===== config.mk =====
export PLATFORM = sky130hd
export DESIGN_NAME = rx_align_top
export DESIGN_NICKNAME = d
export VERILOG_FILES = /design/src/rtl/seg_pkg.sv /design/src/rtl/flow_pkg.sv /design/src/rtl/rx_in_buffer.sv /design/src/rtl/rx_seg_align.sv /design/src/rtl/rx_out_credit.sv /design/src/rtl/rx_align_top.sv
export SDC_FILE = /design/constraint.sdc
export NUM_CORES = 1
export LEC_CHECK = 0
export ABC_AREA = 1
export BUFFER_PORTS_ARGS = -buffer_cell sky130_fd_sc_hd__buf_2
export CELL_PAD_IN_SITES_DETAIL_PLACEMENT = 1
export CELL_PAD_IN_SITES_GLOBAL_PLACEMENT = 2
export CORE_MARGIN = 1.5
export CORE_UTILIZATION = 47
export DETAILED_ROUTE_END_ITERATION = 7
export GPL_TIMING_DRIVEN = 0
export PLACE_DENSITY_LB_ADDON = 0.08
export SLEW_MARGIN = 20
export SYNTH_ARGS = -nofsm -noshare
export SYNTH_HDL_FRONTEND = slang
export SYNTH_SLANG_ARGS = --single-unit
export TNS_END_PERCENT = 5

===== constraint.sdc =====
create_clock -name clk -period 12.5 [get_ports clk]
set_input_delay 3.75 -clock clk [delete_from_list [all_inputs] [get_ports clk]]
set_output_delay 3.75 -clock clk [all_outputs]
set_load 0.005 [all_outputs]

===== src/rtl/seg_pkg.sv =====
// ====================================================================
// Segmented bus geometry
// Widths and default layout of the segmented receive data bus
// ====================================================================

package seg_pkg;

    // ================================================================
    // Default bus layout
    // ================================================================

    // Segments per beat, power of two and at least 2
    localparam int DEFAULT_NUM_SEG = 2;

    // Data bits carried by one segment
    localparam int DEFAULT_SEG_W = 64;

    // ================================================================
    // Fixed encodings
    // ================================================================

    // One keep bit per byte lane
    // Keep width of a segment is SEG_W / BYTE_W
    localparam int BYTE_W = 8;

endpackage


===== src/rtl/flow_pkg.sv =====
// ====================================================================
// Flow control constants
// Credit counter width and default credit and buffer depths
// ====================================================================

package flow_pkg;

    // Width of every credit and fill counter, up to 31 credits
    localparam int CREDIT_W = 5;

    // Input FIFO depth in beats
    // Also the credits the sender holds after reset
    localparam int DEFAULT_IN_DEPTH = 4;

    // Credits granted by the downstream consumer after reset
    localparam int DEFAULT_OUT_CREDITS = 2;

endpackage


===== src/rtl/rx_in_buffer.sv =====
// ====================================================================
// Receive input buffer
// Circular FIFO of whole beats, filled against sender credits.
// Every popped beat returns one credit pulse to the sender.
// ====================================================================

`timescale 1ns/1ps

module rx_in_buffer #(
    parameter int NUM_SEG  = seg_pkg::DEFAULT_NUM_SEG,
    parameter int SEG_W    = seg_pkg::DEFAULT_SEG_W,
    parameter int IN_DEPTH = flow_pkg::DEFAULT_IN_DEPTH
) (
    input  logic                                     clk,
    input  logic                                     rst_n,
    input  logic                                     in_valid,
    input  logic [NUM_SEG*SEG_W-1:0]                 in_data,
    input  logic [NUM_SEG*SEG_W/seg_pkg::BYTE_W-1:0] in_keep,
    input  logic [NUM_SEG-1:0]                       in_sop,
    input  logic [NUM_SEG-1:0]                       in_eop,
    output logic                                     in_credit,
    output logic                                     buf_valid,
    output logic [NUM_SEG*SEG_W-1:0]                 buf_data,
    output logic [NUM_SEG*SEG_W/seg_pkg::BYTE_W-1:0] buf_keep,
    output logic [NUM_SEG-1:0]                       buf_sop,
    output logic [NUM_SEG-1:0]                       buf_eop,
    input  logic                                     buf_ready
);

    localparam int DATA_W = NUM_SEG * SEG_W;
    localparam int KEEP_W = DATA_W / seg_pkg::BYTE_W;
    // Data, keep, sop and eop stored side by side
    localparam int BEAT_W = DATA_W + KEEP_W + 2 * NUM_SEG;
    localparam int PTR_W  = (IN_DEPTH > 1) ? $clog2(IN_DEPTH) : 1;

    logic [BEAT_W-1:0]            mem [IN_DEPTH];
    logic [PTR_W-1:0]             wr_ptr;
    logic [PTR_W-1:0]             rd_ptr;
    logic [flow_pkg::CREDIT_W-1:0] fill;
    logic                         pop;

    // Head of the FIFO is shown as soon as it is written
    assign buf_valid = (fill != '0);
    assign pop       = buf_valid && buf_ready;
    assign {buf_data, buf_keep, buf_sop, buf_eop} = mem[rd_ptr];

    // Beat storage, overflow is excluded by the sender's credits
    always_ff @(posedge clk) begin
        if (in_valid) begin
            mem[wr_ptr] <= {in_data, in_keep, in_sop, in_eop};
        end
    end

    // Pointers wrap at IN_DEPTH, which need not be a power of two
    always_ff @(posedge clk) begin
        if (!rst_n) begin
            wr_ptr    <= '0;
            rd_ptr    <= '0;
            fill      <= '0;
            in_credit <= 1'b0;
        end else begin
            if (in_valid) begin
                wr_ptr <= (wr_ptr == PTR_W'(IN_DEPTH - 1)) ? '0 : wr_ptr + 1'b1;
            end
            if (pop) begin
                rd_ptr <= (rd_ptr == PTR_W'(IN_DEPTH - 1)) ? '0 : rd_ptr + 1'b1;
            end
            fill <= fill + flow_pkg::CREDIT_W'(in_valid) - flow_pkg::CREDIT_W'(pop);
            // One credit back per popped beat, one cycle later
            in_credit <= pop;
        end
    end

endmodule


===== src/rtl/rx_seg_align.sv =====
// ====================================================================
// Receive segment aligner
// Keeps a two-beat window of segments and emits one packet run per
// output beat, shifted so that the run starts in segment 0
// ====================================================================

`timescale 1ns/1ps

module rx_seg_align #(
    parameter int NUM_SEG = seg_pkg::DEFAULT_NUM_SEG,
    parameter int SEG_W   = seg_pkg::DEFAULT_SEG_W
) (
    input  logic                                     clk,
    input  logic                                     rst_n,
    input  logic                                     buf_valid,
    input  logic [NUM_SEG*SEG_W-1:0]                 buf_data,
    input  logic [NUM_SEG*SEG_W/seg_pkg::BYTE_W-1:0] buf_keep,
    input  logic [NUM_SEG-1:0]                       buf_sop,
    input  logic [NUM_SEG-1:0]                       buf_eop,
    output logic                                     buf_ready,
    output logic                                     aln_valid,
    output logic [NUM_SEG*SEG_W-1:0]                 aln_data,
    output logic [NUM_SEG*SEG_W/seg_pkg::BYTE_W-1:0] aln_keep,
    output logic [NUM_SEG-1:0]                       aln_sop,
    output logic                                     aln_last,
    input  logic                                     aln_ready
);

    localparam int WIN_SEG    = 2 * NUM_SEG;
    localparam int SEG_KEEP_W = SEG_W / seg_pkg::BYTE_W;
    localparam int IDX_W      = $clog2(NUM_SEG);

    // ================================================================
    // Work window, low half is segments 0 to NUM_SEG-1
    // ================================================================

    logic [WIN_SEG-1:0][SEG_W-1:0]      win_data;
    logic [WIN_SEG-1:0][SEG_KEEP_W-1:0] win_keep;
    logic [WIN_SEG-1:0]                 win_sop;
    logic [WIN_SEG-1:0]                 win_eop;
    logic [WIN_SEG-1:0]                 occ;

    // Segment holds something when its first byte is kept or a header starts
    for (genvar i = 0; i < WIN_SEG; i++) begin : g_occ
        assign occ[i] = win_keep[i][0] || win_sop[i];
    end

    // ================================================================
    // Run selection
    // ================================================================

    logic                 found;
    logic                 stopped;
    logic                 run_full;
    logic                 run_last;
    logic [IDX_W-1:0]     start_idx;
    logic [WIN_SEG-1:0]   run_mask;
    logic [NUM_SEG-1:0]   out_mask;

    always_comb begin
        found     = 1'b0;
        stopped   = 1'b0;
        run_full  = 1'b0;
        run_last  = 1'b0;
        start_idx = '0;
        run_mask  = '0;
        out_mask  = '0;
        for (int i = 0; i < NUM_SEG; i++) begin
            // First occupied low segment opens the run
            if (!found && occ[i]) begin
                found     = 1'b1;
                start_idx = IDX_W'(i);
                run_full  = 1'b1;
                for (int j = 0; j < NUM_SEG; j++) begin
                    // Run closes after an end or before the next header
                    if (j > 0 && (win_sop[i + j] || run_last)) begin
                        stopped = 1'b1;
                    end
                    if (stopped) begin
                        run_full = 1'b0;
                    end else begin
                        run_mask[i + j] = 1'b1;
                        out_mask[j]     = 1'b1;
                        run_full        = run_full && occ[i + j];
                        run_last        = run_last || win_eop[i + j];
                    end
                end
            end
        end
    end

    // Complete when it ends a packet or fills a whole beat
    assign aln_valid = found && (run_last || run_full);
    assign aln_last  = run_last;

    // Move the run down to segment 0, unused lanes carry no keep
    logic [NUM_SEG-1:0][SEG_W-1:0]      out_seg_data;
    logic [NUM_SEG-1:0][SEG_KEEP_W-1:0] out_seg_keep;

    always_comb begin
        aln_sop = '0;
        aln_sop[0] = win_sop[start_idx];
        for (int k = 0; k < NUM_SEG; k++) begin
            out_seg_data[k] = win_data[int'(start_idx) + k];
            out_seg_keep[k] = out_mask[k] ? win_keep[int'(start_idx) + k] : '0;
        end
    end

    assign aln_data = out_seg_data;
    assign aln_keep = out_seg_keep;

    // ================================================================
    // Window update
    // ================================================================

    logic               fire;
    logic               shift;
    logic               accept;
    logic [WIN_SEG-1:0] emit_mask;
    logic [NUM_SEG-1:0] low_left;

    assign fire      = aln_valid && aln_ready;
    assign emit_mask = fire ? run_mask : '0;
    // Low half drains once nothing unsent is left in it
    assign low_left  = occ[NUM_SEG-1:0] & ~emit_mask[NUM_SEG-1:0];
    assign shift     = ~|low_left;
    assign buf_ready = shift || ~|occ[WIN_SEG-1:NUM_SEG];
    assign accept    = buf_valid && buf_ready;

    always_ff @(posedge clk) begin
        if (!rst_n) begin
            win_keep <= '0;
            win_sop  <= '0;
            win_eop  <= '0;
        end else begin
            // Sent low segments go empty, another header may still follow
            for (int i = 0; i < NUM_SEG; i++) begin
                if (emit_mask[i]) begin
                    win_keep[i] <= '0;
                    win_sop[i]  <= 1'b0;
                    win_eop[i]  <= 1'b0;
                end
            end
            if (shift) begin
                win_keep[0 +: NUM_SEG]       <= win_keep[NUM_SEG +: NUM_SEG];
                win_sop[0 +: NUM_SEG]        <= win_sop[NUM_SEG +: NUM_SEG];
                win_eop[0 +: NUM_SEG]        <= win_eop[NUM_SEG +: NUM_SEG];
                win_keep[NUM_SEG +: NUM_SEG] <= '0;
                win_sop[NUM_SEG +: NUM_SEG]  <= '0;
                win_eop[NUM_SEG +: NUM_SEG]  <= '0;
                // High segments sent this cycle must not reappear below
                for (int i = 0; i < NUM_SEG; i++) begin
                    if (emit_mask[NUM_SEG + i]) begin
                        win_keep[i] <= '0;
                        win_sop[i]  <= 1'b0;
                        win_eop[i]  <= 1'b0;
                    end
                end
            end
            // New beat always lands in the high half
            if (accept) begin
                win_keep[NUM_SEG +: NUM_SEG] <= buf_keep;
                win_sop[NUM_SEG +: NUM_SEG]  <= buf_sop;
                win_eop[NUM_SEG +: NUM_SEG]  <= buf_eop;
            end
        end
    end

    // Payload follows the same moves, stale words are masked by keep
    always_ff @(posedge clk) begin
        if (shift) begin
            win_data[0 +: NUM_SEG] <= win_data[NUM_SEG +: NUM_SEG];
        end
        if (accept) begin
            win_data[NUM_SEG +: NUM_SEG] <= buf_data;
        end
    end

endmodule


===== src/rtl/rx_out_credit.sv =====
// ====================================================================
// Receive output stage
// Registers aligned beats and sends them while downstream credits last
// ====================================================================

`timescale 1ns/1ps

module rx_out_credit #(
    parameter int NUM_SEG     = seg_pkg::DEFAULT_NUM_SEG,
    parameter int SEG_W       = seg_pkg::DEFAULT_SEG_W,
    parameter int OUT_CREDITS = flow_pkg::DEFAULT_OUT_CREDITS
) (
    input  logic                                     clk,
    input  logic                                     rst_n,
    input  logic                                     aln_valid,
    input  logic [NUM_SEG*SEG_W-1:0]                 aln_data,
    input  logic [NUM_SEG*SEG_W/seg_pkg::BYTE_W-1:0] aln_keep,
    input  logic [NUM_SEG-1:0]                       aln_sop,
    input  logic                                     aln_last,
    output logic                                     aln_ready,
    output logic                                     out_valid,
    output logic [NUM_SEG*SEG_W-1:0]                 out_data,
    output logic [NUM_SEG*SEG_W/seg_pkg::BYTE_W-1:0] out_keep,
    output logic [NUM_SEG-1:0]                       out_sop,
    output logic                                     out_last,
    input  logic                                     out_credit
);

    logic [flow_pkg::CREDIT_W-1:0] credits;
    logic                          fire;

    // Take a beat only while a downstream credit is held
    assign aln_ready = (credits != '0);
    assign fire      = aln_valid && aln_ready;

    // Spend and return can land in the same cycle
    always_ff @(posedge clk) begin
        if (!rst_n) begin
            credits   <= flow_pkg::CREDIT_W'(OUT_CREDITS);
            out_valid <= 1'b0;
        end else begin
            credits   <= credits - flow_pkg::CREDIT_W'(fire)
                                 + flow_pkg::CREDIT_W'(out_credit);
            // Valid for exactly one cycle per accepted beat
            out_valid <= fire;
        end
    end

    // Beat fields hold until the next accepted beat
    always_ff @(posedge clk) begin
        if (fire) begin
            out_data <= aln_data;
            out_keep <= aln_keep;
            out_sop  <= aln_sop;
            out_last <= aln_last;
        end
    end

endmodule


===== src/rtl/rx_align_top.sv =====
// ====================================================================
// Receive alignment top level
// Input buffer, segment aligner and credited output stage in a chain
// ====================================================================

`timescale 1ns/1ps

module rx_align_top #(
    parameter int NUM_SEG     = seg_pkg::DEFAULT_NUM_SEG,
    parameter int SEG_W       = seg_pkg::DEFAULT_SEG_W,
    parameter int IN_DEPTH    = flow_pkg::DEFAULT_IN_DEPTH,
    parameter int OUT_CREDITS = flow_pkg::DEFAULT_OUT_CREDITS
) (
    input  logic                                     clk,
    input  logic                                     rst_n,
    // Sender side
    input  logic                                     in_valid,
    input  logic [NUM_SEG*SEG_W-1:0]                 in_data,
    input  logic [NUM_SEG*SEG_W/seg_pkg::BYTE_W-1:0] in_keep,
    input  logic [NUM_SEG-1:0]                       in_sop,
    input  logic [NUM_SEG-1:0]                       in_eop,
    output logic                                     in_credit,
    // Consumer side
    output logic                                     out_valid,
    output logic [NUM_SEG*SEG_W-1:0]                 out_data,
    output logic [NUM_SEG*SEG_W/seg_pkg::BYTE_W-1:0] out_keep,
    output logic [NUM_SEG-1:0]                       out_sop,
    output logic                                     out_last,
    input  logic                                     out_credit
);

    localparam int DATA_W = NUM_SEG * SEG_W;
    localparam int KEEP_W = DATA_W / seg_pkg::BYTE_W;

    // Buffer to aligner
    logic              buf_valid;
    logic              buf_ready;
    logic [DATA_W-1:0] buf_data;
    logic [KEEP_W-1:0] buf_keep;
    logic [NUM_SEG-1:0] buf_sop;
    logic [NUM_SEG-1:0] buf_eop;

    // Aligner to output stage
    logic              aln_valid;
    logic              aln_ready;
    logic [DATA_W-1:0] aln_data;
    logic [KEEP_W-1:0] aln_keep;
    logic [NUM_SEG-1:0] aln_sop;
    logic              aln_last;

    rx_in_buffer #(
        .NUM_SEG(NUM_SEG), .SEG_W(SEG_W), .IN_DEPTH(IN_DEPTH)
    ) rx_in_buffer_inst (
        .clk, .rst_n,
        .in_valid, .in_data, .in_keep, .in_sop, .in_eop, .in_credit,
        .buf_valid, .buf_data, .buf_keep, .buf_sop, .buf_eop, .buf_ready
    );

    rx_seg_align #(
        .NUM_SEG(NUM_SEG), .SEG_W(SEG_W)
    ) rx_seg_align_inst (
        .clk, .rst_n,
        .buf_valid, .buf_data, .buf_keep, .buf_sop, .buf_eop, .buf_ready,
        .aln_valid, .aln_data, .aln_keep, .aln_sop, .aln_last, .aln_ready
    );

    rx_out_credit #(
        .NUM_SEG(NUM_SEG), .SEG_W(SEG_W), .OUT_CREDITS(OUT_CREDITS)
    ) rx_out_credit_inst (
        .clk, .rst_n,
        .aln_valid, .aln_data, .aln_keep, .aln_sop, .aln_last, .aln_ready,
        .out_valid, .out_data, .out_keep, .out_sop, .out_last, .out_credit
    );

endmodule


==> flow_summary.json, run 1 <==
{
  "ios": 301,
  "synth-seq-cells": 1052,
  "synth_nets": 2530,
  "setup_viol": 0,
  "max_slew_margin": 0.256,
  "cts_max_path_buffers": 3,
  "p_seq_frac": 0.473,
  "min_path_cells": 0,
  "outcome": "complete, no violations",
  "critPathSlowestCell": "edfxtp_1",
  "final_common_cell": "edfxtp_1",
  "r2r_setup_slack_ns": 8.12,
  "final_antenna_net_count": 0,
  "overflow": 0,
  "totalWireLength_um": 100000,
  "dr.first_iter.drc_count": 1499,
  "cp-start-kind": "register",
  "p_sw_mw": 3.81,
  "synth_cells": 2359,
  "initial_core_util": 0.475,
  "crit_type": "register to output pin",
  "die_h_um": 288,
  "die_width_um": 288,
  "worst_pin_slew_ns": 1.12,
  "drcViolationCount": 0,
  "ir_worst_vdd_mv": 0.210,
  "antenna_found_initial": 36,
  "final_cell_mix": "994 x edfxtp_1, 311 x o21ai_0, 308 x buf_2, 304 x nor2_1, 143 x o22ai_1",
  "critPathArrivalTime_ns": 1.31,
  "cts_tree": "done",
  "rsz0062_at_grt": "false",
  "place_congestion": 0.788,
  "leakagePower_nw": 15.4,
  "cpPeakStageDelay_ns": 0.49,
  "hpwlAfterDp_um": 62300,
  "period_share": 0.405,
  "fin_skew_ns": 0.0185,
  "cts_htree_levels": 3,
  "min_to": "rx_seg_align_inst.win_data[75]",
  "finalPower_mw": 11.7,
  "combinationalPowerShare": 0.268,
  "synth_area_mm2": 0.0382,
  "grt_pass1_vias": 23300,
  "nFillCells": 7581,
  "grt_pass1_wl_um": 147000,
  "slew_viol_final": 0,
  "rows": 104,
  "syn_area_per_cell_um2": 16.2,
  "seq_area_frac_synth": 0.812,
  "drive_gt1_frac": 0.216,
  "path_clk_slew_ns": 0.06,
  "gr-usage-all-layers": 0.241,
  "synthesis.yosys.warnings": 0,
  "pwr-share-clk": 0.258,
  "placedInstanceArea_mm2": 0.0413,
  "setup_ws_ns": 7.44,
  "portBuffers": 299,
  "area_growth_pct": 16.8,
  "holdBufCountCts": 0,
  "reg2reg_depth": 20,
  "crit_family": "flip-flops",
  "yosysUniqueCellTypes": 34,
  "cp.required_ns": 8.75,
  "power_switching_share": 0.325,
  "p_int_mw": 7.93,
  "design_area_mm2": 0.0446,
  "cts_buffers": 106,
  "drt_pass1_iterations": 5,
  "clk_latency_ns": 0.65,
  "crit_start": "rx_out_credit_inst.out_data[45]",
  "powerDensity_mw_per_mm2": 263,
  "cp_cell_sequence": "buf_2",
  "clock-sinks": 1052,
  "cts_resized": 0,
  "tns_ns": 0,
  "r2r_end": "rx_out_credit_inst.credits[4]",
  "crit_fanout": 1,
  "post-place-ws_ns": 6.93,
  "worst-path-buf-inv": 1,
  "avgViaCountPerCell": 5.56,
  "grt_max_degree": 81,
  "root_buffer": "clkbuf_16",
  "seqCellArea_mm2": 0.0310,
  "hold_start": "rx_seg_align_inst.win_data[203]",
  "fmax_mhz": 198,
  "fin_crit_ns": 5.06,
  "die_area_mm2": 0.0830,
  "cap_violations": 0,
  "core_area_mm2": 0.0804,
  "end_kind": "output pin",
  "avgRoutedWirePerCell_um": 25.6,
  "rr_startpoint": "rx_seg_align_inst.win_keep[0]",
  "hold_path_class": "register to register",
  "cts_setup_buffers": 0,
  "fin_util": 0.555,
  "vias": 21800,
  "multi_input_area_mm2": 0.00642,
  "layout.nets": 2946,
  "finalHoldViolCount": 0
}
[power groups by stage]
stage	clock network (mW)	registers, mW	logic, mW
after floorplan	0	5.58	1.77
after global placement	0	5.77	3.03
after detailed placement	0	5.62	3.19
after CTS	3.09	5.56	3.22
after global routing	3.21	5.63	3.45
final	3.03	5.55	3.15
[layer usage]
layer  routed length, µm  global-route usage  vias up
met5                 183                   0        -
met4                2240              0.0639       28
met3                5800              0.0488      181
met2               50700               0.412      613
met1               41500               0.316    11200
li1                    -                   -     9819
[synthesized netlist by cell type]
| cell type | instances | share of area |
|---|---|---|
| a211oi_1 | 1 | 0.00020 |
| a21oi_1 | 48 | 0.0063 |
| a221oi_1 | 5 | 0.0011 |
| a31oi_1 | 1 | 0.00016 |
| buf_1 | 6 | 0.00059 |
| buf_2 | 9 | 0.0012 |
| buf_4 | 4 | 0.00079 |
| buf_6 | 3 | 0.00088 |
| clkbuf_1 | 113 | 0.011 |
| clkinv_1 | 1 | 0.000098 |
| conb_1 | 1 | 0.000098 |
| dfxtp_1 | 58 | 0.030 |
| edfxtp_1 | 994 | 0.78 |
| fa_1 | 2 | 0.0010 |
| ha_1 | 17 | 0.0056 |
| inv_1 | 46 | 0.0045 |
| inv_2 | 5 | 0.00049 |
| mux2_2 | 128 | 0.038 |
| nand2_1 | 77 | 0.0076 |
| nand2_2 | 5 | 0.00082 |
| nand2_4 | 3 | 0.00088 |
| nand3_1 | 31 | 0.0041 |
| nand3b_1 | 1 | 0.00020 |
| nand4_1 | 15 | 0.0025 |
| nor2_1 | 304 | 0.030 |
| nor2_4 | 1 | 0.00029 |
| nor3_1 | 2 | 0.00026 |
| nor4_1 | 1 | 0.00016 |
| o2111ai_1 | 19 | 0.0044 |
| o21ai_0 | 311 | 0.041 |
| o22ai_1 | 143 | 0.023 |
| or2_2 | 1 | 0.00016 |
| xnor2_1 | 1 | 0.00023 |
| xor2_1 | 2 | 0.00046 |
[worst max-delay path by stage]
stage | depth (start not counted) | slack (ns) | end
final | 1 | 7.44 | out_data[45]
after floorplan | 2 | 5.36 | rx_in_buffer_inst.mem[0][0]
after global routing | 1 | 7.40 | out_data[104]
after detailed placement | 5 | 6.93 | rx_in_buffer_inst.mem[1][53]
after CTS | 1 | 7.41 | out_data[104]
after global placement | 3 | 2.23 | rx_in_buffer_inst.mem[3][54]
[state kept, by name, indices dropped and copies added, names as in the netlist, named ones only]
register	cells
rx_seg_align_inst.win_keep	32
rx_out_credit_inst.out_valid	1
rx_out_credit_inst.out_keep	16
rx_seg_align_inst.win_sop	4
rx_in_buffer_inst.fill	5
rx_in_buffer_inst.wr_ptr	2
rx_out_credit_inst.out_data	128
rx_in_buffer_inst.in_credit	1
rx_out_credit_inst.out_sop	1
rx_out_credit_inst.credits	5
rx_in_buffer_inst.mem	592
rx_seg_align_inst.win_data	256
rx_in_buffer_inst.rd_ptr	2
rx_out_credit_inst.out_last	1
rx_seg_align_inst.win_eop	4
[kinds of logic after synthesis]
logic type / Yosys count / synth area share
mux: 128 / 0.0377
flops: 1052 / 0.812
fa+ha+maj: 19 / 0.00662
other cells: 1 / 0.0000982
simple gates: 441 / 0.0468
buf+inv: 187 / 0.0197
xor+xnor: 3 / 0.000688
compound gates: 528 / 0.0763
[layout make-up]
type	instances	area share
Antenna cell	9	0.000505
Buffer	135	0.0127
Clock buffer	137	0.0632
Clock inverter	53	0.0103
Inverter	52	0.00538
Multi-Input combinational cell	1120	0.144
Sequential cell	1052	0.695
Tap cell	1060	0.0297
Timing Repair Buffer	308	0.0391
[stage by stage]
stage | instances | hold WS [ns]
6_report | 3926 | 0.411
5_1_grt | 3921 | 0.424
4_1_cts | 3917 | 0.417
3_5_place_dp | 3727 | 0.405
3_3_place_gp | 3718 | 0.401
2_1_floorplan | 2359 | 0.400
Power figures use the tool's default switching activity.
==> inputs of run 2 (changes only) <==
--- a/config.mk
+++ b/config.mk
@@ -10,7 +10,7 @@
 export CELL_PAD_IN_SITES_DETAIL_PLACEMENT = 1
 export CELL_PAD_IN_SITES_GLOBAL_PLACEMENT = 2
 export CORE_MARGIN = 1.5
-export CORE_UTILIZATION = 47
+export CORE_UTILIZATION = 44
 export DETAILED_ROUTE_END_ITERATION = 7
 export GPL_TIMING_DRIVEN = 0
 export PLACE_DENSITY_LB_ADDON = 0.08
==> constraint.sdc (replaced) <==
create_clock -name clk -period 4.7 [get_ports clk]
set_input_delay 1.41 -clock clk [delete_from_list [all_inputs] [get_ports clk]]
set_output_delay 1.41 -clock clk [all_outputs]
set_load 0.005 [all_outputs]
==> flow_summary.json, run 2 (synthesized netlist as in run 1, its figures left out) <==
{
  "cts_htree_levels": 3,
  "leakagePower_nw": 15.6,
  "hold_start": "rx_seg_align_inst.win_data[195]",
  "fin_crit_ns": 4.18,
  "die_h_um": 298,
  "multi_input_area_mm2": 0.00646,
  "grtUsageMet1": 0.295,
  "holdBufCountCts": 0,
  "ios": 301,
  "seqCellArea_mm2": 0.0310,
  "clock-sinks": 1052,
  "design_area_mm2": 0.0451,
  "grt_pass1_vias": 23400,
  "root_buffer": "clkbuf_16",
  "nFillCells": 8178,
  "place_congestion": 0.784,
  "totalWireLength_um": 102000,
  "grt_max_degree": 78,
  "antenna_found_initial": 37,
  "cts_buffers": 109,
  "finalHoldViolCount": 0,
  "area_growth_pct": 18.1,
  "max_slew_margin": 0.220,
  "largest_reg_flops": 592,
  "grt.busiest_layer": "met2",
  "crit_type": "register to register",
  "final_common_cell": "edfxtp_1",
  "final_cell_mix": "994 x edfxtp_1, 309 x o21ai_0, 308 x buf_2, 303 x nor2_1, 143 x o22ai_1",
  "cp.required_ns": 5.28,
  "tns_ns": 0,
  "period_share": 0.889,
  "drive_gt1_frac": 0.224,
  "final_antenna_net_count": 0,
  "cts_resized": 0,
  "initial_core_util": 0.446,
  "cap_violations": 0,
  "portBuffers": 299,
  "outcome": "complete, no violations",
  "vias": 21800,
  "layout.nets": 2961,
  "finalPower_mw": 31.7,
  "dp_cells": 3823,
  "clk_latency_ns": 0.67,
  "overflow": 0,
  "placedInstanceArea_mm2": 0.0417,
  "cts_tree": "done",
  "grt_pass1_wl_um": 150000,
  "rows": 107,
  "top_register": "rx_in_buffer_inst.mem",
  "setup_ws_ns": 0.521,
  "cts_max_path_buffers": 3,
  "die_area_mm2": 0.0886,
  "critPathArrivalTime_ns": 4.76,
  "fmax_mhz": 239,
  "final_cells": 4042,
  "crit_fanout": 26,
  "dr.first_iter.drc_count": 1446,
  "setup_viol": 0,
  "gr-usage-all-layers": 0.228,
  "ir_worst_vdd_mv": 0.803,
  "path_clk_slew_ns": 0.06,
  "met3_usage": 0.0462,
  "hpwlAfterDp_um": 64400,
  "fin_skew_ns": 0.0207,
  "cts_setup_buffers": 0,
  "rr_startpoint": "rx_seg_align_inst.win_sop[1]",
  "crit_start": "rx_seg_align_inst.win_sop[1]",
  "rsz0062_at_grt": "false",
  "post-place-ws_ns": 0.475,
  "avgViaCountPerCell": 5.39,
  "slew_viol_final": 0,
  "cp-start-kind": "register",
  "worst_pin_slew_ns": 1.17,
  "hold_path_class": "register to register",
  "drt_pass1_iterations": 5,
  "grtUsageMet2": 0.384,
  "core_area_mm2": 0.0855,
  "end_kind": "register",
  "drcViolationCount": 0,
  "powerDensity_mw_per_mm2": 702,
  "avgRoutedWirePerCell_um": 25.1,
  "r2r_setup_slack_ns": 0.52,
  "die_width_um": 298,
  "reg_top3": "rx_in_buffer_inst.mem x592, rx_seg_align_inst.win_data x256, rx_out_credit_inst.out_data x128"
}
run 2: changes by cell type in the layout (fill, tap and decap cells not counted), sizes merged:
cell / delta
clkbuf: -2
diode: +10
inv: -1
clkinv: +10
buf: +12
clkinvlp: +3
run 2: power by group:
group / switching (mW) / internal, mW / total [mW]
Sequential: 0.891 / 13.8 / 14.7
Clock: 3.53 / 4.71 / 8.25
Combinational: 5.88 / 2.80 / 8.68
run 2: critical path, stage by stage (launching register included):
cell and delay (ns):
dfxtp_1 0.33, inv_2 0.10, nand2_2 0.17, nand2_4 0.35
nor2_1 0.08, nand2_1 0.11, nand2_1 0.09, nand2_1 0.11
nand2_2 0.07, nand2_2 0.11, nand2_2 0.07, nand2_4 0.10
nand2_4 0.07, nand2_4 0.08, clkinvlp_4 0.36, buf_12 0.33
buf_12 0.19, ha_1 0.29, inv_1 0.04, ha_2 0.17
fa_2 0.36, nand2_1 0.07, a21oi_1 0.07, nor2_1 0.16
o21ai_1 0.08, a21oi_1 0.13
run 2: cell type report:
| class | count | share of cell area |
|---|---|---|
| clock buffers | 135 | 0.0631 |
| repair buffers | 320 | 0.0437 |
| plain buffers | 135 | 0.0128 |
| flip-flops and latches | 1052 | 0.687 |
| inverters | 52 | 0.00508 |
| multi-input cells | 1120 | 0.143 |
| diodes | 19 | 0.00105 |
| clock inverters | 65 | 0.0119 |
| well taps | 1144 | 0.0317 |
run 2: worst paths after layout:
| check | end | depth (start not counted) |
|---|---|---|
| setup reg to reg | rx_in_buffer_inst.fill[4] | 25 |
| hold reg to reg | rx_seg_align_inst.win_data[67] | 0 |
| setup / recovery | rx_in_buffer_inst.fill[4] | 25 |
| hold / removal | rx_seg_align_inst.win_data[67] | 0 |
run 2: layer usage:
layer,up-vias,share of wire
met1,11200,0.42
li1,9878,-
met4,20,0.027
met3,178,0.056
met5,-,0.0013
met2,535,0.49
run 2: metrics by stage:
stage / utilization / hold WS (ns)
floorplan: - / 0.400
global placement: 0.481 / 0.402
detailed placement: 0.487 / 0.405
CTS: 0.527 / 0.416
global route: 0.527 / 0.421
finish: 0.527 / 0.417
